File: src/rtl/lsu_pkg.sv
package lsu_pkg;

	localparam int ADDR_W = 32;
	localparam int DATA_W = 32;
	localparam int STRB_W = DATA_W / 8;

	// ram depth in words, index taken from address bits above the byte offset
	localparam int RAM_WORDS = 256;
	localparam int RAM_IDX_W = $clog2(RAM_WORDS);

	// memory operation codes seen at the core side
	typedef enum logic [2:0] {
		MEM_NONE = 3'd0,
		MEM_LB   = 3'd1,
		MEM_LH   = 3'd2,
		MEM_LW   = 3'd3,
		MEM_SB   = 3'd4,
		MEM_SH   = 3'd5,
		MEM_SW   = 3'd6
	} mem_op_e;

	// one bus word, seen whole, as byte lanes or as half lanes
	typedef union packed {
		logic [DATA_W-1:0]             word;
		logic [STRB_W-1:0][7:0]        bytes;
		logic [STRB_W/2-1:0][15:0]     halves;
	} mem_word_u;

endpackage

File: src/rtl/lsu_cmd_if.sv
interface lsu_cmd_if;
	import lsu_pkg::*;

	logic              valid;
	logic              ready;
	logic              write;
	logic [ADDR_W-1:0] addr;
	logic [DATA_W-1:0] wdata;
	logic [STRB_W-1:0] wstrb;

	// request stage side
	modport source (
		output valid, write, addr, wdata, wstrb,
		input  ready
	);

	// axi master side
	modport sink (
		input  valid, write, addr, wdata, wstrb,
		output ready
	);

endinterface

File: src/rtl/lsu_request.sv
module lsu_request (
	input  logic                       axi_aclk_i,
	input  logic                       axi_aresetn_i,
	input  logic                       req_i,
	input  lsu_pkg::mem_op_e           op_i,
	input  logic [lsu_pkg::ADDR_W-1:0] addr_i,
	input  logic [lsu_pkg::DATA_W-1:0] wdata_i,
	input  logic                       done_i,
	output logic                       ack_o,
	output lsu_pkg::mem_op_e           op_o,
	output logic [1:0]                 lane_o,
	lsu_cmd_if.source                  cmd
);
	import lsu_pkg::*;

	typedef enum logic [1:0] {
		ST_IDLE,
		ST_ISSUE,
		ST_WAIT,
		ST_ACK
	} state_e;

	state_e            state_q;
	mem_op_e           op_q;
	logic [ADDR_W-1:0] addr_q;
	logic [DATA_W-1:0] wdata_q;
	logic [STRB_W-1:0] wstrb_q;
	mem_word_u         store_word;
	logic [STRB_W-1:0] store_strb;

	// store data replicated onto every lane, strobe picks the live one
	always_comb begin
		store_word.word = wdata_i;
		store_strb      = '0;
		case (op_i)
			MEM_SB: begin
				store_word.bytes = {STRB_W{wdata_i[7:0]}};
				store_strb       = 4'b0001 << addr_i[1:0];
			end
			MEM_SH: begin
				store_word.halves = {(STRB_W/2){wdata_i[15:0]}};
				// halves only look at address bit 1
				store_strb        = 4'b0011 << {addr_i[1], 1'b0};
			end
			MEM_SW: begin
				store_strb = 4'b1111;
			end
			default: begin
				store_strb = '0;
			end
		endcase
	end

	// four-phase handshake with the core
	always_ff @(posedge axi_aclk_i) begin
		if (axi_aresetn_i) begin
			state_q <= ST_IDLE;
		end else begin
			case (state_q)
				ST_IDLE: begin
					if (req_i) begin
						// nothing to fetch for a none op, just close the handshake
						state_q <= (op_i == MEM_NONE) ? ST_ACK : ST_ISSUE;
					end
				end
				ST_ISSUE: begin
					if (cmd.ready) begin
						state_q <= ST_WAIT;
					end
				end
				ST_WAIT: begin
					if (done_i) begin
						state_q <= ST_ACK;
					end
				end
				ST_ACK: begin
					if (!req_i) begin
						state_q <= ST_IDLE;
					end
				end
				default: begin
					state_q <= ST_IDLE;
				end
			endcase
		end
	end

	// request captured once, held until the next one
	always_ff @(posedge axi_aclk_i) begin
		if (state_q == ST_IDLE && req_i) begin
			op_q    <= op_i;
			addr_q  <= addr_i;
			wdata_q <= store_word.word;
			wstrb_q <= store_strb;
		end
	end

	assign cmd.valid = (state_q == ST_ISSUE);
	assign cmd.write = (op_q == MEM_SB) || (op_q == MEM_SH) || (op_q == MEM_SW);
	assign cmd.addr  = addr_q;
	assign cmd.wdata = wdata_q;
	assign cmd.wstrb = wstrb_q;

	assign ack_o  = (state_q == ST_ACK);
	assign op_o   = op_q;
	assign lane_o = addr_q[1:0];

endmodule

File: src/flat_wrapper.sv
// flat-port wrapper written by rule: the top's interface ports become plain ports
module lsu_request_flat import lsu_pkg::*;
  (axi_aclk_i, axi_aresetn_i, req_i, op_i, addr_i, wdata_i, done_i, ack_o, op_o, lane_o, cmd_valid, cmd_write, cmd_addr, cmd_wdata, cmd_wstrb, cmd_ready);
  lsu_cmd_if cmd_i ();
  input  logic axi_aclk_i;
  input  logic axi_aresetn_i;
  input  logic req_i;
  input  lsu_pkg::mem_op_e op_i;
  input  logic [lsu_pkg::ADDR_W-1:0] addr_i;
  input  logic [lsu_pkg::DATA_W-1:0] wdata_i;
  input  logic done_i;
  output logic ack_o;
  output lsu_pkg::mem_op_e op_o;
  output logic [1:0] lane_o;
  output wire logic [$bits(cmd_i.valid)-1:0] cmd_valid;
  output wire logic [$bits(cmd_i.write)-1:0] cmd_write;
  output wire logic [$bits(cmd_i.addr)-1:0] cmd_addr;
  output wire logic [$bits(cmd_i.wdata)-1:0] cmd_wdata;
  output wire logic [$bits(cmd_i.wstrb)-1:0] cmd_wstrb;
  input wire logic [$bits(cmd_i.ready)-1:0] cmd_ready;
  assign cmd_valid = cmd_i.valid;
  assign cmd_write = cmd_i.write;
  assign cmd_addr = cmd_i.addr;
  assign cmd_wdata = cmd_i.wdata;
  assign cmd_wstrb = cmd_i.wstrb;
  assign cmd_i.ready = cmd_ready;
  lsu_request u_core (.axi_aclk_i(axi_aclk_i), .axi_aresetn_i(axi_aresetn_i), .req_i(req_i), .op_i(op_i), .addr_i(addr_i), .wdata_i(wdata_i), .done_i(done_i), .ack_o(ack_o), .op_o(op_o), .lane_o(lane_o), .cmd(cmd_i));
endmodule
File: config.mk
export PLATFORM = sky130hd
export DESIGN_NAME = lsu_request_flat
export DESIGN_NICKNAME = d
export VERILOG_FILES = /design/src/rtl/lsu_pkg.sv /design/src/rtl/lsu_cmd_if.sv /design/src/rtl/lsu_request.sv /design/src/flat_wrapper.sv
export SDC_FILE = /design/constraint.sdc
export NUM_CORES = 1
export LEC_CHECK = 0
export BUFFER_PORTS_ARGS = -buffer_cell sky130_fd_sc_hd__buf_2
export CAP_MARGIN = 20
export CORE_MARGIN = 2
export CORE_UTILIZATION = 48
export DETAILED_ROUTE_END_ITERATION = 10
export HOLD_SLACK_MARGIN = 0.1
export PLACE_DENSITY = 0.84
export SYNTH_ARGS = -nofsm -noshare
export SYNTH_HDL_FRONTEND = slang
export SYNTH_SLANG_ARGS = --single-unit
File: constraint.sdc
create_clock -name axi_aclk_i -period 5.05 [get_ports axi_aclk_i]
set_input_delay 1.01 -clock axi_aclk_i [delete_from_list [all_inputs] [get_ports axi_aclk_i]]
set_output_delay 1.01 -clock axi_aclk_i [all_outputs]
set_load 0.005 [all_outputs]
==> out/qor.yml <==
status: "completed"
setup_tns_ns: 0
rsz0062_at_grt: "false"
finalPower_mw: 1.60
ys_types: 23
async_flop_share_pct: 0
rr_worst_depth: 4
yosysMostFrequentCell: "edfxtp_1"
drtPass1Iterations: 4
gp_congestion: 0.736
ys_ff_latch: 73
syn_nets: 232
arrival_ns: 2.37
grt_first_pass_wirelength_mm: 8.54
cts_root_buf: "clkbuf_8"
powerDensity_nw_per_um2: 423
cts_setup_buffers: 0
use_met3_pct: 8.09
synth_area_um2: 2820
holdWs_ns: 0.616
cp.required_ns: 5.04
ff_latch_area_um2: 2170
leakagePower_nw: 1.66
synthTopCellsByArea: "edfxtp_1, mux2_2, mux2i_1"
path_clk_slew_ns: 0.07
irDropWorstVdd_mv: 0.230
n_fill_cell: 424
drv_slew: 0
vias_per_cell: 4.82
wire_per_inst_um: 15.2
final_layout_size_suffix_gt1_share_pct: 57.5
drtIter0Drc: 79
yosysWarnings: 0
num-nets-final: 385
num_antenna_cells: 0
use_met2_pct: 29.0
r2r_end: "u_core.cmd.wstrb[0]"
wirelength_mm: 5.86
worst_hold_path.num_cells: 2
synth_top_area_cell: "edfxtp_1"
holdPathEnd: "u_core.state_q[0]"
overflow: 0
dieWidth_um: 80.7
ctsLongestPathBuffers: 2
power_frac_seq_pct: 54.1
die_h_um: 80.7
sw_frac_of_total_pct: 26.5
numPortBuffers: 147
ioPinCount: 148
via_count: 1854
start_util_pct: 50.6
busiest_layer: "met2"
multi_input_area_um2: 576
synth_edf_count: 71
cts.repair.resized: 0
detailed_place_hpwl_mm: 4.33
drcViolationCount: 0
syn2layout_area_growth_pct: 34.0
grt_max_degree: 41
synthTopCellsByCount: "edfxtp_1, mux2_2, mux2i_1, nand2_1, o21ai_0"
htreeDepth: 3
r2r_start: "u_core.state_q[0]"
grt_pass1_vias: 1791
final-setup-viol-count: 0
design.die.area_um2: 6500
cts_buffers: 9
fmax_mhz: 421
placementRows: 27
synth_ff_type: "edfxtp_1"
fin_crit_sh_pct: 47.1
clockPowerShare_pct: 24.8
cts_sinks: 73
finalClockSkew_ns: 0.00960
crit_path_start_kind: "input port"
hp-class: "flop to flop"
grt_use_met1_pct: 20.9
grt_usage_pct: 18.3
netlist_instances: 155
tightest_slew_ns: 0.908
power_switching_mw: 0.423
crit_path_end_kind: "flop"
yosysSeqAreaShare_pct: 77.0
slew_headroom_pct: 39.5
path_max_fanout: 40
antenna_found_initial: 0
clock_latency_ns: 0.33
drv_cap: 0
ant_nets: 0
synth_top_area_share_pct: 75.6
p_comb_share_pct: 21.0
core_um2: 5570
finalHoldViolCount: 0
min_from: "u_core.state_q[0]"
final.min_clock_period_ns: 2.38
r2r_slack_ns: 2.79
synth_area_per_cell_um2: 18.2
critPathKind: "input port to flop"
cts_tree: "built"
postCtsHoldBufs: 0
p_int_mw: 1.18
utilization_pct: 67.8
==> worst max-delay path, stage by stage <==
cell and delay (ns):
buf_2 0.09, and2_2 0.74, buf_4 0.49
==> through the flow <==
step                setup slack [ns]  cells  area (um^2)
detailed placement              2.32    369         3600
global route                    2.57    385         3780
finish                          2.67    385         3780
CTS                             2.67    385         3780
global placement                2.34    369         3600
floorplan                       1.94    155         2820
==> final cells by class <==
type | count | area share [%]
clock buffer | 13 | 4.21
clock inverter | 3 | 0.430
inverter | 4 | 0.397
multi-input combinational | 71 | 15.2
sequential | 73 | 57.5
tap | 72 | 2.38
timing repair buffer | 149 | 19.9
==> how the worst max path moves through the flow <==
stage | start | endpoint | slack [ns] | depth (start not counted)
4_1_cts | req_i | u_core.cmd.addr[3] | 2.67 | 3
5_1_grt | req_i | u_core.cmd.addr[21] | 2.57 | 3
2_1_floorplan | req_i | u_core.cmd.addr[0] | 1.94 | 1
6_report | req_i | u_core.cmd.wstrb[0] | 2.67 | 3
3_5_place_dp | req_i | u_core.cmd.addr[4] | 2.32 | 3
3_3_place_gp | req_i | u_core.cmd.wstrb[0] | 2.34 | 3
==> cells by family (layout without fill, tap and decap cells) <==
| group | after synthesis | count (layout) | share of synthesized area [%] |
|---|---|---|---|
| mux | 26 | 26 | 10.5 |
| compound gates | 19 | 19 | 3.73 |
| buf+inv | 11 | 169 | 2.62 |
| simple gates | 21 | 21 | 3.95 |
| flops | 73 | 73 | 77.0 |
| fa+ha+maj | 5 | 5 | 2.22 |
==> layer usage <==
layer	vias up	wire length, um
li1	888	-
met1	837	2270
met2	117	2670
met3	12	777
met4	0	133
met5	-	0
==> sequential cells by signal, indices dropped and copies added, names as in the netlist <==
name	flops
u_core.cmd.wstrb	4
u_core.cmd.addr	32
u_core.op_o	3
u_core.cmd.wdata	32
u_core.state_q	2
==> cell usage in the layout (no fill, tap or decap), types with 2 or more instances in the layout <==
master,synthesis,layout
a211oi_1,2,2
a21oi_1,4,4
a31oi_1,2,2
buf_2,2,147
buf_4,3,2
clkbuf_1,0,2
clkbuf_8,0,11
dfxtp_1,2,2
edfxtp_1,71,71
ha_1,5,5
inv_1,4,4
mux2_2,12,12
mux2_4,4,4
mux2i_1,10,10
nand2_1,10,10
nand2b_1,4,4
nor2_1,3,3
o21ai_0,10,10
==> power by group through the flow <==
stage / Sequential, mW / Combinational [mW] / Clock, mW
2_1_floorplan: 0.900 / 0.147 / 0
4_1_cts: 0.867 / 0.341 / 0.408
3_3_place_gp: 0.873 / 0.331 / 0
5_1_grt: 0.876 / 0.376 / 0.438
3_5_place_dp: 0.878 / 0.341 / 0
6_report: 0.865 / 0.336 / 0.397
Power figures use the tool's default switching activity.
