--- config.mk ---
export PLATFORM = sky130hd
export DESIGN_NAME = load_extend
export DESIGN_NICKNAME = d
export VERILOG_FILES = /design/src/rtl/lsu_pkg.sv /design/src/rtl/load_extend.sv
export SDC_FILE = /design/constraint.sdc
export NUM_CORES = 1
export LEC_CHECK = 0
export BUFFER_PORTS_ARGS = -buffer_cell sky130_fd_sc_hd__buf_2
export CORE_MARGIN = 5
export CORE_UTILIZATION = 50
export CTS_CLUSTER_SIZE = 14
export DETAILED_ROUTE_END_ITERATION = 12
export PLACE_DENSITY = 0.82
export SLEW_MARGIN = 0
export SYNTH_ARGS = -nofsm -noshare
export SYNTH_HDL_FRONTEND = slang
export SYNTH_SLANG_ARGS = --single-unit
--- constraint.sdc ---
create_clock -name axi_aclk_i -period 3.62 [get_ports axi_aclk_i]
set_input_delay 0.362 -clock axi_aclk_i [delete_from_list [all_inputs] [get_ports axi_aclk_i]]
set_output_delay 0.362 -clock axi_aclk_i [all_outputs]
set_load 0.05 [all_outputs]
--- src/rtl/lsu_pkg.sv ---
package lsu_pkg;

	localparam int ADDR_W = 32;
	localparam int DATA_W = 32;
	localparam int STRB_W = DATA_W / 8;

	// ram depth in words, index taken from address bits above the byte offset
	localparam int RAM_WORDS = 256;
	localparam int RAM_IDX_W = $clog2(RAM_WORDS);

	// memory operation codes seen at the core side
	typedef enum logic [2:0] {
		MEM_NONE = 3'd0,
		MEM_LB   = 3'd1,
		MEM_LH   = 3'd2,
		MEM_LW   = 3'd3,
		MEM_SB   = 3'd4,
		MEM_SH   = 3'd5,
		MEM_SW   = 3'd6
	} mem_op_e;

	// one bus word, seen whole, as byte lanes or as half lanes
	typedef union packed {
		logic [DATA_W-1:0]             word;
		logic [STRB_W-1:0][7:0]        bytes;
		logic [STRB_W/2-1:0][15:0]     halves;
	} mem_word_u;

endpackage

--- src/rtl/load_extend.sv ---
module load_extend (
	input  logic                       axi_aclk_i,
	input  logic                       axi_aresetn_i,
	input  logic                       done_i,
	input  logic [lsu_pkg::DATA_W-1:0] rd_data_i,
	input  lsu_pkg::mem_op_e           op_i,
	input  logic [1:0]                 lane_i,
	output logic [lsu_pkg::DATA_W-1:0] rdata_o
);
	import lsu_pkg::*;

	mem_word_u rd_word;

	assign rd_word.word = rd_data_i;

	// stores leave the last load result in place
	always_ff @(posedge axi_aclk_i) begin
		if (axi_aresetn_i) begin
			rdata_o <= '0;
		end else if (done_i) begin
			case (op_i)
				MEM_LB: begin
					rdata_o <= {{(DATA_W-8){rd_word.bytes[lane_i][7]}},
					            rd_word.bytes[lane_i]};
				end
				MEM_LH: begin
					// half select ignores lane bit 0
					rdata_o <= {{(DATA_W-16){rd_word.halves[lane_i[1]][15]}},
					            rd_word.halves[lane_i[1]]};
				end
				MEM_LW: begin
					rdata_o <= rd_word.word;
				end
				default: begin
					rdata_o <= rdata_o;
				end
			endcase
		end
	end

endmodule

==> results list, run 1 <==
- Max FFs per register: 32
* Combined flip-flop and latch cell area: about 640 sq um
* Register area share after synthesis: a little under two fifths
- In the routed layout, each cell is associated on average with a via count of between 5 and 6.
- Root buf cell: sky130_fd_sc_hd__clkbuf_4
* Worst Slack Setup Final: between 1.5 and 2 ns
* Status: complete, no violations
- Post-CTS setup buffer count: 0
* TritonCTS Buffers: 5
* Share of Yosys cell area claimed by the top area cell type: 38.2%
- Clock net sink count: 32
* Detailed Route Iter0 Violations: 144
- At the worst endpoint, the arrival time is 2.20 ns.
- In the final layout, the multi-input gates occupy 950 sq um.
* Design internal power: about 530 uW
* First-pass GRT wire length: 6890 um
- Clock Skew: 0 ns
- DIE AREA: roughly 0.0046 sq mm
- Largest net degree at the start of global routing: 27
- Walking the worst path, the cells encountered are buf_2 -> and3b_1 -> a211oi_2 -> nor3_4 -> a211oi_1.
- The die is just under 70 um wide.
* Time the final worst path needs with I/O delays and setup: around 2 ns
* Most instantiated flip-flop cell in the synthesis netlist: sky130_fd_sc_hd__dfxtp_1
- In this run, synthesis produced a sequential element count of 32.
- The mapped netlist covers roughly 0.0017 sq mm.
- The synthesized design contains 0 enable-type register cells.
- DRC violations left: 0
- The floorplan has 21 rows.
* # setup viols final: 0
* Main area contributors after synthesis: sky130_fd_sc_hd__dfxtp_1 38%, sky130_fd_sc_hd__mux2_2 15%, sky130_fd_sc_hd__a211oi_2 8.2%
- TritonCTS built the clock tree.
- Leaving out fill and tap cells, the most frequent cells in the layout are 71 x sky130_fd_sc_hd__buf_2, 32 x sky130_fd_sc_hd__dfxtp_1, 26 x sky130_fd_sc_hd__nor2_1.
- Clock Power Share: ~23%
- The tool flagged a number of max-cap violations equal to 0.
* Worst reg-to-reg path cell count: 1
* Number of stages on the worst setup path: 5
* Portion of the clock cycle consumed by the worst path in the final layout: roughly 55%
- At the worst endpoint, the required time is ~3.8 ns.
- Worst hold path stage count: 3
- Initial standard-cell utilization of the core: ~51%
- Critical Path Max Stage Delay: approximately 0.75 ns
* CP Launch Type: input pin
* Power share of the combinational group: ~30%
* Leakage power summed over all cells: about 0.0009 uW
- The final layout contains routed wiring with a total length of 4590 um.
- Share of layout cells above drive strength 1: between 40% and 50%
- Net switching is ~36% of the power.
- Antenna Cells: 0
* Fill count: roughly 300
* Largest fanout on the critical path: 19
* Highest clock rate: 0.499 GHz
- Antenna-violating nets left: 0
- Dividing total power by cell area gives a power density of ~400 mW/mm^2.
- Remaining global-route overflow: 0
- Core region area: roughly 0.0033 sq mm
- Number of buffers added to fix hold violations after cts: 0
- Max Root-Sink Buffers: 2
- Peak ir drop on the vdd network: 0.209 mV
- Switching power summed over all nets: between 300 and 400 uW
- Together, buffers and inverters on the worst path number 1.
* Slowest library cell on the worst path: sky130_fd_sc_hd__nor3_4
* Total Negative Setup Slacks: 0 ns
- Antenna violations before repair: 0
- Count of pins over their slew limit: 0
- Via count of the first global-routing pass: between 1k and 1.5k
- I/O Pins: 72
- Relative to the synthesized area, the layout overhead comes to 22.9%.
- Counting every net in the synthesized netlist gives 216.
- Post-DP HPWL: 3420 um
* Final hold violations: 0
- Measured along the y axis, the die boundary spans slightly below 70 um.
- The tightest min-delay check is of the input pin to flop type.
- Setup repair after global routing left no endpoint under its margin.
- Most flop-heavy register: rdata_o
- Measured slew at the worst slew-check pin: between 0.8 and 0.9 ns
* Vias: ~1.6k
* Post-layout nets: between 200 and 300
- Setup Slack @ Placement: between 1 and 1.5 ns
- Clock transition time at the flip-flop clock pins of the worst setup and hold paths: 0.09 ns
- The worst setup path is of the input pin to flop kind.
- Number of input and output port buffers inserted: a little over 70
- Leading area contributor after synthesis: sky130_fd_sc_hd__dfxtp_1
- Leading cell type in the layout, fill and taps excluded: sky130_fd_sc_hd__buf_2
- STA classifies the critical path endpoint as a flop.
* Synth async-reset ratio: 0%
* Number of distinct library cell variants in the gate-level netlist after synthesis: 27
* Headroom to the max-slew limit: a little over two fifths
- At the end of routability-driven placement, the weighted congestion stood at ~0.8.
- Synthesis Warnings: 0
* H-tree depth: 2
- Average detailed-routed wire length per instance: approximately 16 um
- Sequential cells burn between 40 and 50% of the power.
* Crit path max-delay family: simple AND/OR/NAND/NOR gates
- DRT Pass-1 Iters: 5
* Top flop regs: rdata_o (32)
- Quantity of gates resized following cts: 0
* Instance count of the mapped netlist: 176
- Skew-Pair Late Insertion Delay: between 0.3 and 0.4 ns
* Overall Global Routing Usage: 20.1%
* Mean Syn Cell Area: around 9.5 sq um
-- per-stage QoR --
step	total power, uW	hold slack (ns)	utilization, %	instances	instance area (sq um)
floorplan	576	0.504	-	176	1680
global placement	640	0.469	61.3	279	2010
detailed placement	642	0.468	61.3	279	2010
CTS	826	0.274	62.7	286	2060
global route	864	0.271	62.7	286	2060
finish	826	0.280	62.7	286	2060
-- path summary, 6_finish.rpt --
check / from / slack [ns] / end
setup / recovery: op_i[2] / 1.62 / rdata_o[21]
hold / removal: rd_data_i[21] / 0.28 / rdata_o[21]
setup reg to reg: rdata_o[13] / 2.87 / rdata_o[13]
hold reg to reg: rdata_o[7] / 0.49 / rdata_o[7]
-- area by class of cell --
| cell class | count | share of cell area (%) |
|---|---|---|
| multi-input cells | 127 | 46.1 |
| flip-flops and latches | 32 | 31.1 |
| repair buffers | 71 | 17.2 |
| well taps | 46 | 2.79 |
| clock buffers | 6 | 2.00 |
| inverters | 3 | 0.546 |
| clock inverters | 1 | 0.243 |
-- routing by layer --
layer,part of all wire [%],GRT usage (%)
met4,1.0,5.96
met1,42,24.9
met3,8.0,5.42
met5,0,0
met2,49,33.9
-- cell usage after synthesis (all sizes together) (2+ instances only) --
library cell and number:
a211oi 25, a221o 8, a221oi 7, buf 7, clkbuf 7, dfxtp 32
inv 3, mux2 22, mux2i 2, nand2 24, nor2 26, nor3 3
o211a 2
-- logic make-up (layout without fill, tap and decap cells) --
logic type,Yosys count,in the layout,share of synthesized area (%)
muxes,24,24,16.0
and+or+nand+nor,59,59,15.5
buffers and inverters,17,81,5.15
DFF,32,32,38.2
AOI/OAI and AO/OA,44,44,25.1
-- power by group through the flow --
stage	clock network [uW]	logic, uW	registers (uW)
3_5_place_dp	0	246	397
6_report	191	247	388
5_1_grt	210	263	392
4_1_cts	191	246	389
2_1_floorplan	0	96.2	479
3_3_place_gp	0	244	396
-- tightest hold or removal path, stage by stage --
cell and delay, ns:
sky130_fd_sc_hd__buf_2 0.11, sky130_fd_sc_hd__nand2_1 0.05, sky130_fd_sc_hd__a211oi_1 0.05
Power figures use the tool's default switching activity.
==> inputs of run 2 (changes only) <==
--- a/config.mk
+++ b/config.mk
@@ -7,10 +7,10 @@
 export LEC_CHECK = 0
 export BUFFER_PORTS_ARGS = -buffer_cell sky130_fd_sc_hd__buf_2
 export CORE_MARGIN = 5
-export CORE_UTILIZATION = 50
+export CORE_UTILIZATION = 47
 export CTS_CLUSTER_SIZE = 14
 export DETAILED_ROUTE_END_ITERATION = 12
-export PLACE_DENSITY = 0.82
+export PLACE_DENSITY = 0.78
 export SLEW_MARGIN = 0
 export SYNTH_ARGS = -nofsm -noshare
 export SYNTH_HDL_FRONTEND = slang
==> constraint.sdc (replaced) <==
create_clock -name axi_aclk_i -period 2 [get_ports axi_aclk_i]
set_input_delay 0.2 -clock axi_aclk_i [delete_from_list [all_inputs] [get_ports axi_aclk_i]]
set_output_delay 0.2 -clock axi_aclk_i [all_outputs]
set_load 0.05 [all_outputs]
==> run 2 against run 1 <==
  * Critical path depth rose by 1
  * Total power is 87% higher
  * Cell area up 3.5%
  * Largest power group unchanged
==> results list, run 2 (same netlist as run 1, synthesis figures left out) <==
- Crit path max-delay family: compound AO/OA/AOI/OAI gates (was simple AND/OR/NAND/NOR gates)
* Source of the worst hold timing path: axi_aresetn_i (was rd_data_i[21])
- The final critical-path setup slack was 0.713 ns (was 1.62 ns).
- Status: complete, no violations (unchanged).
- Antenna Cells: 0 (unchanged)
- Leading cell type in the layout, fill and taps excluded: sky130_fd_sc_hd__buf_2 (unchanged)
* Average detailed-routed wire length per instance: 16.6 um (was 16.0 um)
- The register with the most flip-flops is rdata_o (unchanged).
- First-pass GRT wire length: 8020 um (was 6890 um)
* Total power divided by cell area: 725 mW/mm^2 (was 401 mW/mm^2)
- The worst reg2reg path startpoint was rdata_o[9] (was rdata_o[13]).
* Unrepaired setup endpoints after global routing: no (unchanged)
* Post-layout nets: 288 (was 280)
- Critical Path Max Stage Delay: 0.33 ns (was 0.75 ns)
* Antenna-violating nets left: 0 (unchanged)
* I/O Pins: 72 (unchanged)
- Combined flip-flop and latch cell area: 641 sq um (unchanged)
- Headroom to the max-slew limit: 62.5% (was 43.4%)
- The number of placement rows came to 21 (unchanged).
- The arrival time of data at the critical path endpoint was 1.51 ns (was 2.20 ns).
* Largest fanout on the critical path: 10 (was 19)
- Time the final worst path needs with I/O delays and setup: 1.29 ns
- Worst reg-to-reg path cell count: 1 (unchanged)
* TritonCTS Buffers: 5 (unchanged)
- The global-route usage over all layers is 20.5% (was 20.1%).
- DRT Wirelength: 4900 um (was 4590 um)
- Via count of the first global-routing pass: 1,731 (was 1,429)
- Root buf cell: sky130_fd_sc_hd__clkbuf_4 (unchanged)
- DRC violations left: 0 (unchanged)
- Die span in x: 69.7 um (was 67.9 um)
- The register clock-pin slew on the reported worst setup and hold paths came to 0.10 ns (was 0.09 ns).
- Measured slew at the worst slew-check pin: 0.563 ns (was 0.846 ns)
- Kind of capture point of the worst setup path: flop (unchanged)
- The detailed-router iteration count before antenna repair was 4 (was 5).
- The register-to-register setup slack came to 1.25 ns (was 2.87 ns).
- The number of stages on the worst hold path came to 2 (was 3).
- Initial standard-cell utilization of the core: 49.5% (was 51.0%)
* Fill count: 308 (was 297)
- Count of pins over their slew limit: 0 (unchanged)
- The total of hold buffers inserted after clock tree synthesis came to 0 (unchanged).
- The final HPWL from detailed placement came to 3790 um (was 3420 um).
- Quantity of gates resized following cts: 0 (unchanged)
* Area growth from synthesis to final layout: 27.2% (was 22.9%)
* Vertical die dimension: 69.7 um (was 67.9 um)
* Slowest library cell on the worst path: sky130_fd_sc_hd__o211a_1 (was sky130_fd_sc_hd__nor3_4)
- The worst-case clock buffer depth was 2 (unchanged).
- The worst reg2reg path endpoint is rdata_o[9] (was rdata_o[13]).
* Max FFs per register: 32 (unchanged)
- Highest clock rate: between 0.7 and 0.8 GHz
- The CTS tree is built (unchanged).
- The final setup violation count was 0 (unchanged).
* Number of vias per cell: 5.64 (was 5.49)
- Largest net degree at the start of global routing: 25 (was 27)
- Clock Skew: 0 ns (unchanged)
- Final hold violations: 0 (unchanged)
- Buffers and inverters on the worst path: 2 (was 1)
- Worst hold path class: input pin to flop (unchanged)
- Worst-path cell chain: buf_2 -> buf_4 -> mux2i_1 -> nor3_2 -> o211a_1 -> a221o_1 (was buf_2 -> and3b_1 -> a211oi_2 -> nor3_4 -> a211oi_1).
* Clock net sink count: 32 (unchanged)
* Area occupied by multi-input gates: 950 sq um (unchanged)
* End point of the most critical hold path: rdata_o[15] (was rdata_o[21])
- The post-CTS setup repair buffer count came to 0 (unchanged).
- The worst endpoint required time was 2.22 ns (was 3.81 ns).
* Routability Congestion: 0.811 (was 0.780)
* Number of input and output port buffers inserted: 71 (unchanged)
- The number of levels the H-tree was split into is 2 (unchanged).
* Detailed Route Iter0 Violations: 99 (was 144)
- The worst setup timing slack at the placement stage came to 0.381 ns (was 1.32 ns).
- Commonest non-fill, non-tap cells in the layout: 71 x sky130_fd_sc_hd__buf_2, 32 x sky130_fd_sc_hd__dfxtp_1, 26 x sky130_fd_sc_hd__nor2_1 (unchanged).
* Top flop regs: rdata_o (32) (unchanged)
* Antenna violations before repair: 0 (unchanged)
- Max-cap viol count: 0 (unchanged)
- Remaining global-route overflow: 0 (unchanged)
- Skew-Pair Late Insertion Delay: 0.34 ns (was 0.33 ns)
* CP Class: input pin to flop (unchanged)
* Peak ir drop on the vdd network: 0.403 mV (was 0.209 mV)
* Total Negative Setup Slacks: 0 ns (unchanged)
- Core region area: 0.00339 sq mm (was 0.00328 sq mm)
- The category of the worst setup path launch point is an input pin (unchanged).
* Vias: 1,663 (was 1,569)
* Portion of the clock cycle consumed by the worst path in the final layout: 64.4%
* Share of layout cells above drive strength 1: 48.6% (was 47.1%)
- DIE AREA: 0.00486 sq mm (was 0.00461 sq mm)
- The static leakage power was 0.000965 uW (was 0.000920 uW).
[run 2: layer usage]
layer / GRT usage [%] / vias to the layer above / part of all wire, % / wire length (um)
met4: 9.36 / 0 / 3.0 / 148
met3: 6.09 / 15 / 7.1 / 348
li1: - / 791 / - / -
met5: 0 / - / 0 / 0
met2: 34.7 / 76 / 48 / 2360
met1: 23.5 / 781 / 42 / 2040
[run 2: cell type report]
class	count	share of cell area (%)
clock buffer	8	2.76
inverter	3	0.528
multi-input combinational	127	44.5
sequential	32	30.0
tap	46	2.70
timing repair buffer	79	19.5
[run 2: per-stage QoR]
step           utilization, %  area (sq um)  total power [uW]  hold slack [ns]  instances
2_1_floorplan               -          1680              1040            0.342        176
3_3_place_gp             61.2          2070              1170            0.464        287
3_5_place_dp             61.2          2070              1180            0.470        287
4_1_cts                  62.9          2130              1560            0.105        295
5_1_grt                  62.9          2130              1610            0.112        295
6_report                 62.9          2130              1550            0.115        295
[run 2: worst max path at each step]
stage,startpoint,end,slack (ns),cells past startpoint
after global placement,lane_i[1],rdata_o[10],0.47,6
after global routing,lane_i[1],rdata_o[9],0.66,6
after CTS,lane_i[1],rdata_o[9],0.74,6
after floorplan,lane_i[1],rdata_o[10],0.61,5
after detailed placement,lane_i[1],rdata_o[9],0.38,6
final,lane_i[1],rdata_o[9],0.71,6
[run 2: report_power, final]
part / switching (uW) / total (uW) / internal (uW)
sequential: 22.2 / 703 / 681
clock: 211 / 384 / 173
combinational: 308 / 460 / 152
total: 541 / 1550 / 1010
