===== config.mk =====
export PLATFORM = sky130hd
export DESIGN_NAME = axi_master_flat
export DESIGN_NICKNAME = d
export VERILOG_FILES = /design/src/rtl/lsu_pkg.sv /design/src/rtl/axi_lite_if.sv /design/src/rtl/lsu_cmd_if.sv /design/src/rtl/axi_master.sv /design/src/flat_wrapper.sv
export SDC_FILE = /design/constraint.sdc
export NUM_CORES = 1
export LEC_CHECK = 0
export ABC_AREA = 1
export BUFFER_PORTS_ARGS = -buffer_cell sky130_fd_sc_hd__buf_2
export CORE_AREA = 2 2 96 98
export CTS_BUF_LIST = sky130_fd_sc_hd__clkbuf_8
export DETAILED_ROUTE_END_ITERATION = 8
export DIE_AREA = 0 0 98 100
export PLACE_DENSITY = 0.68
export SLEW_MARGIN = 10
export SYNTH_ARGS = -nofsm -noshare
export SYNTH_HDL_FRONTEND = slang
export SYNTH_SLANG_ARGS = --single-unit

===== constraint.sdc =====
create_clock -name axi_aclk_i -period 4.6 [get_ports axi_aclk_i]
set_input_delay 0.46 -clock axi_aclk_i [delete_from_list [all_inputs] [get_ports axi_aclk_i]]
set_output_delay 0.46 -clock axi_aclk_i [all_outputs]
set_load 0.1 [all_outputs]

===== src/rtl/lsu_pkg.sv =====
package lsu_pkg;

	localparam int ADDR_W = 32;
	localparam int DATA_W = 32;
	localparam int STRB_W = DATA_W / 8;

	// ram depth in words, index taken from address bits above the byte offset
	localparam int RAM_WORDS = 256;
	localparam int RAM_IDX_W = $clog2(RAM_WORDS);

	// memory operation codes seen at the core side
	typedef enum logic [2:0] {
		MEM_NONE = 3'd0,
		MEM_LB   = 3'd1,
		MEM_LH   = 3'd2,
		MEM_LW   = 3'd3,
		MEM_SB   = 3'd4,
		MEM_SH   = 3'd5,
		MEM_SW   = 3'd6
	} mem_op_e;

	// one bus word, seen whole, as byte lanes or as half lanes
	typedef union packed {
		logic [DATA_W-1:0]             word;
		logic [STRB_W-1:0][7:0]        bytes;
		logic [STRB_W/2-1:0][15:0]     halves;
	} mem_word_u;

endpackage


===== src/rtl/axi_lite_if.sv =====
interface axi_lite_if;
	import lsu_pkg::*;

	// write address and write data
	logic [ADDR_W-1:0] awaddr;
	logic              awvalid;
	logic              awready;
	logic [DATA_W-1:0] wdata;
	logic [STRB_W-1:0] wstrb;
	logic              wvalid;
	logic              wready;

	// write response, always okay
	logic              bvalid;
	logic              bready;

	// read address and read data
	logic [ADDR_W-1:0] araddr;
	logic              arvalid;
	logic              arready;
	logic [DATA_W-1:0] rdata;
	logic              rvalid;
	logic              rready;

	modport master (
		output awaddr, awvalid, wdata, wstrb, wvalid, bready, araddr, arvalid, rready,
		input  awready, wready, bvalid, arready, rdata, rvalid
	);

	modport slave (
		input  awaddr, awvalid, wdata, wstrb, wvalid, bready, araddr, arvalid, rready,
		output awready, wready, bvalid, arready, rdata, rvalid
	);

endinterface


===== src/rtl/lsu_cmd_if.sv =====
interface lsu_cmd_if;
	import lsu_pkg::*;

	logic              valid;
	logic              ready;
	logic              write;
	logic [ADDR_W-1:0] addr;
	logic [DATA_W-1:0] wdata;
	logic [STRB_W-1:0] wstrb;

	// request stage side
	modport source (
		output valid, write, addr, wdata, wstrb,
		input  ready
	);

	// axi master side
	modport sink (
		input  valid, write, addr, wdata, wstrb,
		output ready
	);

endinterface


===== src/rtl/axi_master.sv =====
module axi_master (
	input  logic                       axi_aclk_i,
	input  logic                       axi_aresetn_i,
	lsu_cmd_if.sink                    cmd,
	axi_lite_if.master                 axi,
	output logic                       done_o,
	output logic [lsu_pkg::DATA_W-1:0] rd_data_o
);
	import lsu_pkg::*;

	logic              busy_q;
	logic              ready_q;
	logic              write_q;
	logic              awvalid_q;
	logic              wvalid_q;
	logic              arvalid_q;
	logic              bready_q;
	logic              rready_q;
	logic [ADDR_W-1:0] addr_q;
	logic [DATA_W-1:0] wdata_q;
	logic [STRB_W-1:0] wstrb_q;

	logic cmd_fire;
	logic aw_fire;
	logic w_fire;
	logic ar_fire;
	logic b_fire;
	logic r_fire;

	assign cmd_fire = cmd.valid && ready_q;
	assign aw_fire  = awvalid_q && axi.awready;
	assign w_fire   = wvalid_q && axi.wready;
	assign ar_fire  = arvalid_q && axi.arready;
	assign b_fire   = axi.bvalid && bready_q;
	assign r_fire   = axi.rvalid && rready_q;

	// a write finishes only once both AW and W have gone through
	assign done_o = busy_q && (write_q ? (b_fire && !awvalid_q && !wvalid_q)
	                                   : (r_fire && !arvalid_q));

	always_ff @(posedge axi_aclk_i) begin
		if (axi_aresetn_i) begin
			busy_q    <= 1'b0;
			ready_q   <= 1'b0;
			awvalid_q <= 1'b0;
			wvalid_q  <= 1'b0;
			arvalid_q <= 1'b0;
			bready_q  <= 1'b0;
			rready_q  <= 1'b0;
		end else begin
			// responses are always taken
			bready_q <= 1'b1;
			rready_q <= 1'b1;

			if (cmd_fire) begin
				busy_q    <= 1'b1;
				ready_q   <= 1'b0;
				awvalid_q <= cmd.write;
				wvalid_q  <= cmd.write;
				arvalid_q <= !cmd.write;
			end else if (done_o) begin
				busy_q  <= 1'b0;
				ready_q <= 1'b1;
			end else if (!busy_q) begin
				ready_q <= 1'b1;
			end

			// each channel drops its valid on its own handshake
			if (aw_fire) begin
				awvalid_q <= 1'b0;
			end
			if (w_fire) begin
				wvalid_q <= 1'b0;
			end
			if (ar_fire) begin
				arvalid_q <= 1'b0;
			end
		end
	end

	always_ff @(posedge axi_aclk_i) begin
		if (cmd_fire) begin
			write_q <= cmd.write;
			addr_q  <= cmd.addr;
			wdata_q <= cmd.wdata;
			wstrb_q <= cmd.wstrb;
		end
	end

	assign cmd.ready = ready_q;

	assign axi.awaddr  = addr_q;
	assign axi.awvalid = awvalid_q;
	assign axi.wdata   = wdata_q;
	assign axi.wstrb   = wstrb_q;
	assign axi.wvalid  = wvalid_q;
	assign axi.bready  = bready_q;
	assign axi.araddr  = addr_q;
	assign axi.arvalid = arvalid_q;
	assign axi.rready  = rready_q;

	assign rd_data_o = axi.rdata;

endmodule


===== src/flat_wrapper.sv =====
// flat-port wrapper written by rule: the top's interface ports become plain ports
module axi_master_flat import lsu_pkg::*;
  (axi_aclk_i, axi_aresetn_i, done_o, rd_data_o, cmd_valid, cmd_write, cmd_addr, cmd_wdata, cmd_wstrb, cmd_ready, axi_awaddr, axi_awvalid, axi_wdata, axi_wstrb, axi_wvalid, axi_bready, axi_araddr, axi_arvalid, axi_rready, axi_awready, axi_wready, axi_bvalid, axi_arready, axi_rdata, axi_rvalid);
  lsu_cmd_if cmd_i ();
  axi_lite_if axi_i ();
  input  logic axi_aclk_i;
  input  logic axi_aresetn_i;
  output logic done_o;
  output logic [lsu_pkg::DATA_W-1:0] rd_data_o;
  input wire logic [$bits(cmd_i.valid)-1:0] cmd_valid;
  input wire logic [$bits(cmd_i.write)-1:0] cmd_write;
  input wire logic [$bits(cmd_i.addr)-1:0] cmd_addr;
  input wire logic [$bits(cmd_i.wdata)-1:0] cmd_wdata;
  input wire logic [$bits(cmd_i.wstrb)-1:0] cmd_wstrb;
  output wire logic [$bits(cmd_i.ready)-1:0] cmd_ready;
  output wire logic [$bits(axi_i.awaddr)-1:0] axi_awaddr;
  output wire logic [$bits(axi_i.awvalid)-1:0] axi_awvalid;
  output wire logic [$bits(axi_i.wdata)-1:0] axi_wdata;
  output wire logic [$bits(axi_i.wstrb)-1:0] axi_wstrb;
  output wire logic [$bits(axi_i.wvalid)-1:0] axi_wvalid;
  output wire logic [$bits(axi_i.bready)-1:0] axi_bready;
  output wire logic [$bits(axi_i.araddr)-1:0] axi_araddr;
  output wire logic [$bits(axi_i.arvalid)-1:0] axi_arvalid;
  output wire logic [$bits(axi_i.rready)-1:0] axi_rready;
  input wire logic [$bits(axi_i.awready)-1:0] axi_awready;
  input wire logic [$bits(axi_i.wready)-1:0] axi_wready;
  input wire logic [$bits(axi_i.bvalid)-1:0] axi_bvalid;
  input wire logic [$bits(axi_i.arready)-1:0] axi_arready;
  input wire logic [$bits(axi_i.rdata)-1:0] axi_rdata;
  input wire logic [$bits(axi_i.rvalid)-1:0] axi_rvalid;
  assign cmd_i.valid = cmd_valid;
  assign cmd_i.write = cmd_write;
  assign cmd_i.addr = cmd_addr;
  assign cmd_i.wdata = cmd_wdata;
  assign cmd_i.wstrb = cmd_wstrb;
  assign cmd_ready = cmd_i.ready;
  assign axi_awaddr = axi_i.awaddr;
  assign axi_awvalid = axi_i.awvalid;
  assign axi_wdata = axi_i.wdata;
  assign axi_wstrb = axi_i.wstrb;
  assign axi_wvalid = axi_i.wvalid;
  assign axi_bready = axi_i.bready;
  assign axi_araddr = axi_i.araddr;
  assign axi_arvalid = axi_i.arvalid;
  assign axi_rready = axi_i.rready;
  assign axi_i.awready = axi_awready;
  assign axi_i.wready = axi_wready;
  assign axi_i.bvalid = axi_bvalid;
  assign axi_i.arready = axi_arready;
  assign axi_i.rdata = axi_rdata;
  assign axi_i.rvalid = axi_rvalid;
  axi_master u_core (.axi_aclk_i(axi_aclk_i), .axi_aresetn_i(axi_aresetn_i), .cmd(cmd_i), .axi(axi_i), .done_o(done_o), .rd_data_o(rd_data_o));
endmodule

==> results.md, run 1 <==
* Clock Sinks at 75
* Post-cts sizing count at 0
* Final ANT Viol Nets at 0
* LEAKAGE at 1.61 nW
* Starting Density at between 30% and 40%
* Setup crit end kind: output pin
* Final core utilization at 40.7%
* Post-CTS Hold Buffers at 0
* DR vias/cell at 3.95
* Die height at 100 µm
* Placed instance count at 401
* Least-Margin Pin Slew at 0.817 ns
* Antenna violations before repair at 0
* Avg WL per Cell at between 10 and 15 µm
* # diodes at 0
* Max-Cap Viols at 0
* Pin count of the biggest net entering global routing at 42
* Clock insertion delay at the later pin of the skew report at 0.34 ns
* Period Utilization, post-route at a little over two fifths
* DRC Markers at 0
* Vias at 1649
* Rel. slew slack at 45.4%
* Fin cells at about 420
* Dpl ws at 2.41 ns
* Final setup TNS at 0 ns
* Required time worst endpoint at between 4 and 5 ns
* Biggest area consumer among synthesized cells: edfxtp_1
* Post-CTS setup buffers at 0
* Async SR Flop Fraction at 0%
* Endpoints failing hold at 0
* Clk Tree Root Cell: clkbuf_8
* Status: complete, no violations
* Critical path launch point type: register
* Iter 0 DRT Violations at 62
* RSZ-0062 raised after global routing: no
* DIE WIDTH at around 98 µm
* Post-layout min period at between 2 and 2.5 ns
* Layout fillers at 862
* Skew final at roughly 0.0087 ns
* Critical Path AT at 1.54 ns
* Vias in the first global route at around 1600
* Setup Viol. Count Final at 0
* I/O pins at 248
* Synth Net Count at 280
* Footprint of the multi-input gates at 123 µm²
* Synthesis-stage register bit count at 75
* Clk slew on worst S/H paths at 0.09 ns
* Hold slack at 0.284 ns
* Slew Limit Fails at 0
* Drt total wl at 6040 µm
* Synth top area share at 73.3%
* Num CTS Buffers at 9
* Total gr overflow at 0
* I/O Buffers at 183
* Hold Crit Class: in -> reg
* VDD IR-drop max at between 0.0002 and 0.00025 V
* Seq/Total Area, Yosys at a little under 80%
* Core Area at slightly below 9000 µm²
* Yosys cell types at 13
* Leading post-synthesis cells by instance count: 69 x edfxtp_1, 65 x buf_4, 11 x nand2_1
* Synth warn at 0
* Clock Path Buffers at 2
* Detailed placer's ending HPWL at 4710 µm
* Total GRT Usage at 12.0%
* Cell Area, Placed at 3400 µm²
* Synth Instances at about 170
* Nets at 410
* TritonRoute pass-1 iters at 4
* Final worst setup slack at 2.60 ns
* Row count at 35
* Final instance area at 3620 µm²
* Post-layout power at 1.75 mW
* Layout cell share with drive strength beyond 1 at 67.3%
* Global-route wire length before repair at between 8000 and 9000 µm
* Avg Cell Area, Syn at 16.5 µm²
* H-tree level count at 3
* Worst-path fanout max at 3
* Maximum clock rate at 500 MHz
* Mapped cell area at between 2000 and 3000 µm²
* GP Congestion at about 0.76
* CTS tree: built
* Reg area at about 2200 µm²
* Synth top area cells: edfxtp_1 73%, buf_4 17%, dfxtp_1 4.3%
* Post-synth EDFFs at between 60 and 70
* Most frequent cell after synthesis: edfxtp_1
* Pwr/cell area at roughly 480 nW/µm²
* Crit Path Class: reg -> out
* Area delta synth->final at 28.2%
* Die area at 9800 µm²
* Synth Flop Type: edfxtp_1
==> critical path, cell delays in order, from the launching register on <==
cell and delay (ns):
edfxtp_1 0.39, nor2_1 0.09, nand2_1 0.05, nand2_1 0.08
nand2_2 0.07, nor2_1 0.09, buf_2 0.43
==> final timing paths <==
check	slack, ns	startpoint	cells past startpoint	end
min reg2reg	0.49	u_core.busy_q	2	u_core.busy_q
max reg2reg	2.64	u_core.cmd.ready	3	u_core.axi.wdata[19]
min	0.28	cmd_addr[23]	1	u_core.axi.araddr[23]
max	2.60	u_core.write_q	6	done_o
==> per-layer routing <==
layer / GRT usage (%) / up-vias / routed length, µm
met2: 20.0 / 111 / 3170
met4: 5.02 / 0 / 89
li1: - / 783 / -
met5: 0 / - / 0
met3: 5.78 / 15 / 672
met1: 13.2 / 740 / 2110
==> placed cells by master, fill, tap and decap left out <==
cell,netlist,routed
nand3_1,1,1
bufinv_16,0,2
inv_6,0,3
o21ai_1,1,1
a211oi_2,1,1
nand2_1,11,11
a21oi_2,1,1
dfxtp_1,6,6
buf_2,0,183
clkinv_1,0,1
clkinvlp_4,0,1
edfxtp_1,69,69
a21oi_1,2,2
nor2_1,4,4
buf_4,65,1
clkbuf_8,0,9
nand2_2,4,4
inv_2,1,1
inv_1,5,5
==> where the power goes <==
part	total [mW]	switching, mW	leakage [nW]	internal [mW]
clock	0.562	0.253	0.108	0.309
sequential	0.793	0.0117	0.690	0.782
combinational	0.395	0.342	0.809	0.0531
total	1.75	0.607	1.61	1.14
==> area by class of cell <==
class / count / area share (%)
flip-flops and latches: 75 / 60.5
repair buffers: 184 / 25.5
well taps: 111 / 3.84
clock buffers: 9 / 3.42
multi-input cells: 25 / 3.39
clock inverters: 7 / 2.70
inverters: 6 / 0.622
==> registers in the layout, summed over array words and instances (netlist names) <==
| register | cells |
|---|---|
| u_core.axi.bready | 1 |
| u_core.cmd.ready | 1 |
| u_core.write_q | 1 |
| u_core.axi.wvalid | 1 |
| u_core.busy_q | 1 |
| u_core.axi.arvalid | 1 |
| u_core.axi.wdata | 32 |
| u_core.axi.wstrb | 4 |
| u_core.axi.awvalid | 1 |
| u_core.axi.araddr | 32 |
==> logic make-up (layout without fill, tap and decap cells) <==
kind of cell | after synthesis | after routing | share of synthesized area (%)
AO/OA/AOI/OAI | 5 | 5 | 1.28
buffers and inverters | 71 | 206 | 18.1
flip-flops | 75 | 75 | 77.6
AND/OR/NAND/NOR | 20 | 20 | 3.06
No activity file was read; power rests on OpenSTA's default activity.
==> run 2: changes to the inputs <==
--- a/config.mk
+++ b/config.mk
@@ -11,7 +11,7 @@
 export CTS_BUF_LIST = sky130_fd_sc_hd__clkbuf_8
 export DETAILED_ROUTE_END_ITERATION = 8
 export DIE_AREA = 0 0 98 100
-export PLACE_DENSITY = 0.68
+export PLACE_DENSITY = 0.71
 export SLEW_MARGIN = 10
 export SYNTH_ARGS = -nofsm -noshare
 export SYNTH_HDL_FRONTEND = slang
==> constraint.sdc (replaced) <==
create_clock -name axi_aclk_i -period 1.66 [get_ports axi_aclk_i]
set_input_delay 0.166 -clock axi_aclk_i [delete_from_list [all_inputs] [get_ports axi_aclk_i]]
set_output_delay 0.166 -clock axi_aclk_i [all_outputs]
set_load 0.1 [all_outputs]
==> run 2 against run 1 <==
  * Core utilization is 8.0 points higher
  * Register-to-register slack worse by 2.3 ns
  * Clock power is 140% higher
  * Sequential share of layout area is 9.8 points lower
  * Setup slack worse by 2.5 ns
  * Non-clock buffer count is 70 higher
  * Clock-buffer cell count stayed put
  * Routed wire length is 11% higher
  * Combinational power grew to 3.1 times the previous value
  * Final area is 20% higher
  * Flip-flop and latch count stayed put
  * Highest routed layer unchanged
==> results.md, run 2 (same netlist as run 1, synthesis figures left out) <==
* Status: complete, no violations
* CP Depth at 6
* Max-Cap Viols at 0
* Post-layout power at 4.80 mW
* Vias in the first global route at around 2000
* GP Congestion at slightly below 0.7
* Num CTS Buffers at 9
* Clk slew on worst S/H paths at 0.08 ns
* Psw at 1.68 mW
* Drt total wl at between 6000 and 7000 µm
* Antenna violations before repair at 0
* Crit Path Class: reg -> out
* DR vias/cell at 4.04
* Crit-path most repeated cell: nand2_1
* VDD IR-drop max at around 0.00049 V
* DRC Markers at 0
* Vias at 1964
* Worst path slowest cell: edfxtp_1
* M1 wire length at 2370 µm
* Least-Margin Pin Slew at 0.518 ns
* Cell Chain, Critical Path: nor2_2 -> nand2_1 -> nand2_1 -> nand2_2 -> nor2_4 -> buf_12
* Detailed placer's ending HPWL at 4450 µm
* Int Pwr at 3.12 mW
* Fin cells at slightly below 500
* Die height at 100 µm
* Commonest non-fill, non-tap cell in the layout: buf_2
* Endpoints failing hold at 0
* Clock Sinks at 75
* Final ANT Viol Nets at 0
* Required time worst endpoint at 1.49 ns
* Clock Path Buffers at 2
* Starting Density at a little under a third
* I/O pins at 248
* Row count at 35
* Total GRT Usage at 13.2%
* Highest-count cells in the layout ignoring fill and taps: 182 x buf_2, 70 x dlygate4sd3_1, 69 x edfxtp_1
* Placed instance count at 400
* Slew Limit Fails at 0
* Reg power frac at a little under half
* Clock insertion delay at the later pin of the skew report at between 0.3 and 0.4 ns
* Worst-path fanout max at 2
* Total gr overflow at 0
* Met3 wire length at between 600 and 700 µm
* H-tree level count at 3
* Critical Path AT at 1.36 ns
* Setup crit end kind: output pin
* Area delta synth->final at 53.2%
* Core Area at 8890 µm²
* Crit-path max cell delay at 0.43 ns
* Combinational share of power at 25.8%
* CP Buf/Inv Count at 1
* Iter 0 DRT Violations at 72
* Top Layer Used: met4
* Die area at between 9000 and 10000 µm²
* Hold Crit Class: in -> reg
* Cell Area, Placed at between 3000 and 4000 µm²
* Rel. slew slack at between 60 and 70%
* Maximum clock rate at about 660 MHz
* Skew final at 0.00727 ns
* Hold Path Depth at 2
* Hold slack at 0.0435 ns
* LEAKAGE at 1.89 nW
* Worst-case reg-to-reg path depth at 5
* Avg WL per Cell at 13.8 µm
* Final instance area at roughly 4300 µm²
* Clk Tree Root Cell: clkbuf_8
* Nets at 480
* Pin count of the biggest net entering global routing at 73
* Cell family with most CP delay: flip-flops
* Clock power share at 28.3%
* Critical path launch point type: register
* I/O Buffers at 183
* Sw frac at between 30% and 40%
* Setup Viol. Count Final at 0
* # diodes at 0
* Layout cell share with drive strength beyond 1 at 56.8%
* TritonRoute pass-1 iters at 4
* Pwr/cell area at ~1100 nW/µm²
* WL met2 at 3540 µm
* DIE WIDTH at 98 µm
* Global-route wire length before repair at slightly below 10000 µm
* Post-layout min period at between 1.5 and 2 ns
* Period Utilization, post-route at 91.7%
* CTS tree: built
[run 2: cell count changes in the layout (fill, tap and decap cells not counted), sizes merged]
cell	previous run	this run
inv	9	7
clkinv	1	4
clkinvlp	1	0
bufinv	2	1
dlygate4sd3	0	70
[run 2: per-layer routing]
metal / GRT usage [%] / vias up
li1: - / 921
met1: 13.8 / 898
met2: 23.4 / 125
met3: 5.29 / 20
met4: 6.41 / 0
met5: 0 / -
[run 2: area by class of cell]
cell class	instances	area [µm²]
Fill cell	786	4560
Sequential cell	75	2200
Timing Repair Buffer	254	1640
Tap cell	111	139
Multi-Input combinational cell	25	133
Clock buffer	9	124
Clock inverter	6	66.3
Inverter	6	30.0
[run 2: stage by stage]
step	setup TNS, ns	setup WS (ns)	util [%]
global placement	0	0.444	38.6
global route	-0.000853	-0.000853	48.7
detailed placement	0	0.375	38.6
floorplan	0	0.0551	-
finish	0	0.138	48.7
CTS	0	0.0931	48.6
[run 2: path summary, 6_finish.rpt]
check	slack, ns	from	end
worst max register to register	0.39	u_core.cmd.ready	u_core.axi.arvalid
worst min-delay path	0.04	axi_aresetn_i	u_core.busy_q
worst min register to register	0.49	u_core.axi.arvalid	u_core.axi.arvalid
worst max-delay path	0.14	u_core.write_q	done_o
[run 2: power groups by stage]
stage                     logic [mW]  registers (mW)  clock network (mW)
final                           1.23            2.20                1.36
after global routing            1.27            2.21                1.49
after CTS                       1.23            2.20                1.43
after detailed placement        1.11            2.24                   0
after global placement          1.10            2.24                   0
after floorplan                0.727            2.82                   0
[run 2: repair_timing]
item,CTS,global route
hold buffers,70,0
buffers inserted,0,1
resized for setup,0,1
hold endpoints to repair,70,0
setup endpoints to repair,0,1
==> run 3: changes to the inputs <==
--- a/config.mk
+++ b/config.mk
@@ -12,6 +12,7 @@
 export DETAILED_ROUTE_END_ITERATION = 8
 export DIE_AREA = 0 0 98 100
 export PLACE_DENSITY = 0.71
+export REMOVE_ABC_BUFFERS = 1
 export SLEW_MARGIN = 10
 export SYNTH_ARGS = -nofsm -noshare
 export SYNTH_HDL_FRONTEND = slang
==> run 3 against run 2 <==
  * Clock power grew 8%
  * Sequential power is essentially flat
  * Clock-buffer cell count is the same
  * Sequential share of layout area shrank 0.12 points
  * Clock skew shrank 0.00075 ns
  * Critical path type unchanged
  * Critical endpoint unchanged
  * Largest cell class unchanged
==> results.md, run 3 (same netlist as run 1, synthesis figures left out) <==
* Status: complete, no violations
* TritonRoute pass-1 iters at 4
* Max-Cap Viols at 0
* CP Capture Point: done_o
* Combinational share of power at around a quarter
* Die height at 100 µm
* I/O pins at 248
* Total GRT Usage at 16.4%
* Starting Density at a little under a third
* Global-route wire length before repair at 11500 µm
* Drt total wl at between 8000 and 9000 µm
* Crit Path Class: reg -> out
* Clk slew on worst S/H paths at 0.07 ns
* Rel. slew slack at 63.9%
* Critical Path Start: u_core.write_q
* Worst R2R Start: u_core.cmd.ready
* Reg power frac at between 40% and 50%
* Vias at about 2100
* Maximum clock rate at 649 MHz
* Avg WL per Cell at approximately 18 µm
* Vias in the first global route at approximately 2100
* Reg area at 2190 µm²
* Post-layout min period at 1.54 ns
* Footprint of the multi-input gates at 125 µm²
* Iter 0 DRT Violations at 41
* Period Utilization, post-route at between 90% and 100%
* I/O Buffers at 183
* Cell Area, Placed at 3430 µm²
* GP Congestion at around 0.76
* Setup crit end kind: output pin
* Nets at 479
* RSZ-0062 raised after global routing: no
* Total gr overflow at 0
* Setup Viol. Count Final at 0
* Detailed placer's ending HPWL at 6220 µm
* Commonest non-fill, non-tap cell in the layout: buf_2
* Worst-path fanout max at 3
* Core Area at 8890 µm²
* Endpoints failing hold at 0
* Final instance area at 4330 µm²
* VDD IR-drop max at approximately 0.00044 V
* Skew final at 0.00652 ns
* Row count at 35
* Antenna violations before repair at 0
* Critical Path AT at 1.37 ns
* LEAKAGE at 1.90 nW
* Clock Sinks at 75
* DIE WIDTH at around 98 µm
* DR vias/cell at about 4.3
* Pwr/cell area at ~1100 nW/µm²
* Required time worst endpoint at 1.49 ns
* Clk Tree Root Cell: clkbuf_8
* Psw at 1.66 mW
* Worst-case reg-to-reg path depth at 6
* R2r setup slk at 0.49 ns
* Final setup TNS at 0 ns
* Hold Crit Class: in -> reg
* DRC Markers at 0
* Highest-count cells in the layout ignoring fill and taps: 182 x buf_2, 69 x edfxtp_1, 68 x dlygate4sd3_1
* Critical path launch point type: register
* Num CTS Buffers at 9
* Int Pwr at about 3.3 mW
* H-tree level count at 3
* Clock power share at 30.0%
* Sw frac at between 30% and 40%
* Die area at about 9800 µm²
* Pin count of the biggest net entering global routing at 38
* Slew Limit Fails at 0
* Clock Path Buffers at 2
* Layout fillers at 785
* Worst reg2reg path endpoint: u_core.axi.arvalid
* Area delta synth->final at 53.1%
* Post-layout power at 4.91 mW
* Clock insertion delay at the later pin of the skew report at 0.33 ns
* Least-Margin Pin Slew at around 0.55 ns
* # diodes at 0
* Layout cell share with drive strength beyond 1 at 55.3%
* Final ANT Viol Nets at 0
* CTS tree: built
-- run 3: changes by cell type in the layout (fill, tap and decap cells not counted), sizes merged --
cell,before,now
buf,184,185
bufinv,1,2
clkinv,4,3
clkinvlp,0,1
dlygate4sd3,70,68
inv,7,6
-- run 3: power by group through the flow --
stage	Combinational [mW]	Sequential, mW	Clock, mW
global route	1.28	2.21	1.59
global placement	1.11	2.24	0
floorplan	0.0581	3.07	0
finish	1.24	2.20	1.47
detailed placement	1.11	2.24	0
CTS	1.24	2.20	1.52
-- run 3: worst min-delay path by stage --
| stage | from | cells after the start | end |
|---|---|---|---|
| 2_1_floorplan | axi_aresetn_i | 1 | u_core.busy_q |
| 3_3_place_gp | axi_rdata[27] | 0 | rd_data_o[27] |
| 3_5_place_dp | axi_rdata[27] | 0 | rd_data_o[27] |
| 4_1_cts | cmd_write | 1 | u_core.write_q |
| 5_1_grt | cmd_addr[6] | 1 | u_core.axi.araddr[6] |
| 6_report | cmd_addr[6] | 1 | u_core.axi.araddr[6] |
-- run 3: final cells by class --
type | count | area share, %
clock buffer | 9 | 2.86
clock inverter | 6 | 1.88
inverter | 6 | 0.521
sequential | 75 | 50.7
tap | 111 | 3.21
multi-input combinational | 25 | 2.89
timing repair buffer | 253 | 38.0
-- run 3: repair_timing --
action,CTS,global route
endpoints found under the setup margin,1,1
setup buffers,0,0
pin swaps,0,0
resized for setup,1,2
hold buffers,67,1
endpoints found under the hold margin,67,1
-- run 3: worst max-delay path, stage by stage, from the launching register on --
cell      delay, ns
edfxtp_1       0.39
nor2_1         0.10
nand2_1        0.05
nand2_1        0.07
nand2_2        0.08
nor2_2         0.10
buf_6          0.23
-- run 3: per-stage QoR --
step           hold WS (ns)  setup WS, ns  utilization (%)  std cells
6_report             0.0269         0.120             48.7        485
5_1_grt             0.00211       0.00871             48.7        485
4_1_cts            0.000519        0.0372             48.5        484
3_5_place_dp          0.333         0.310             38.6        402
3_3_place_gp          0.333         0.330             38.6        402
2_1_floorplan         0.228         -1.58                -        106
-- run 3: layer usage --
metal	track usage (%)	share of wire (%)	up-vias	wire length, µm
li1	-	-	919	-
met1	16.7	35	995	2990
met2	24.6	46	149	3890
met3	13.9	17	13	1440
met4	5.24	1.5	2	126
met5	5.64	0.85	-	72
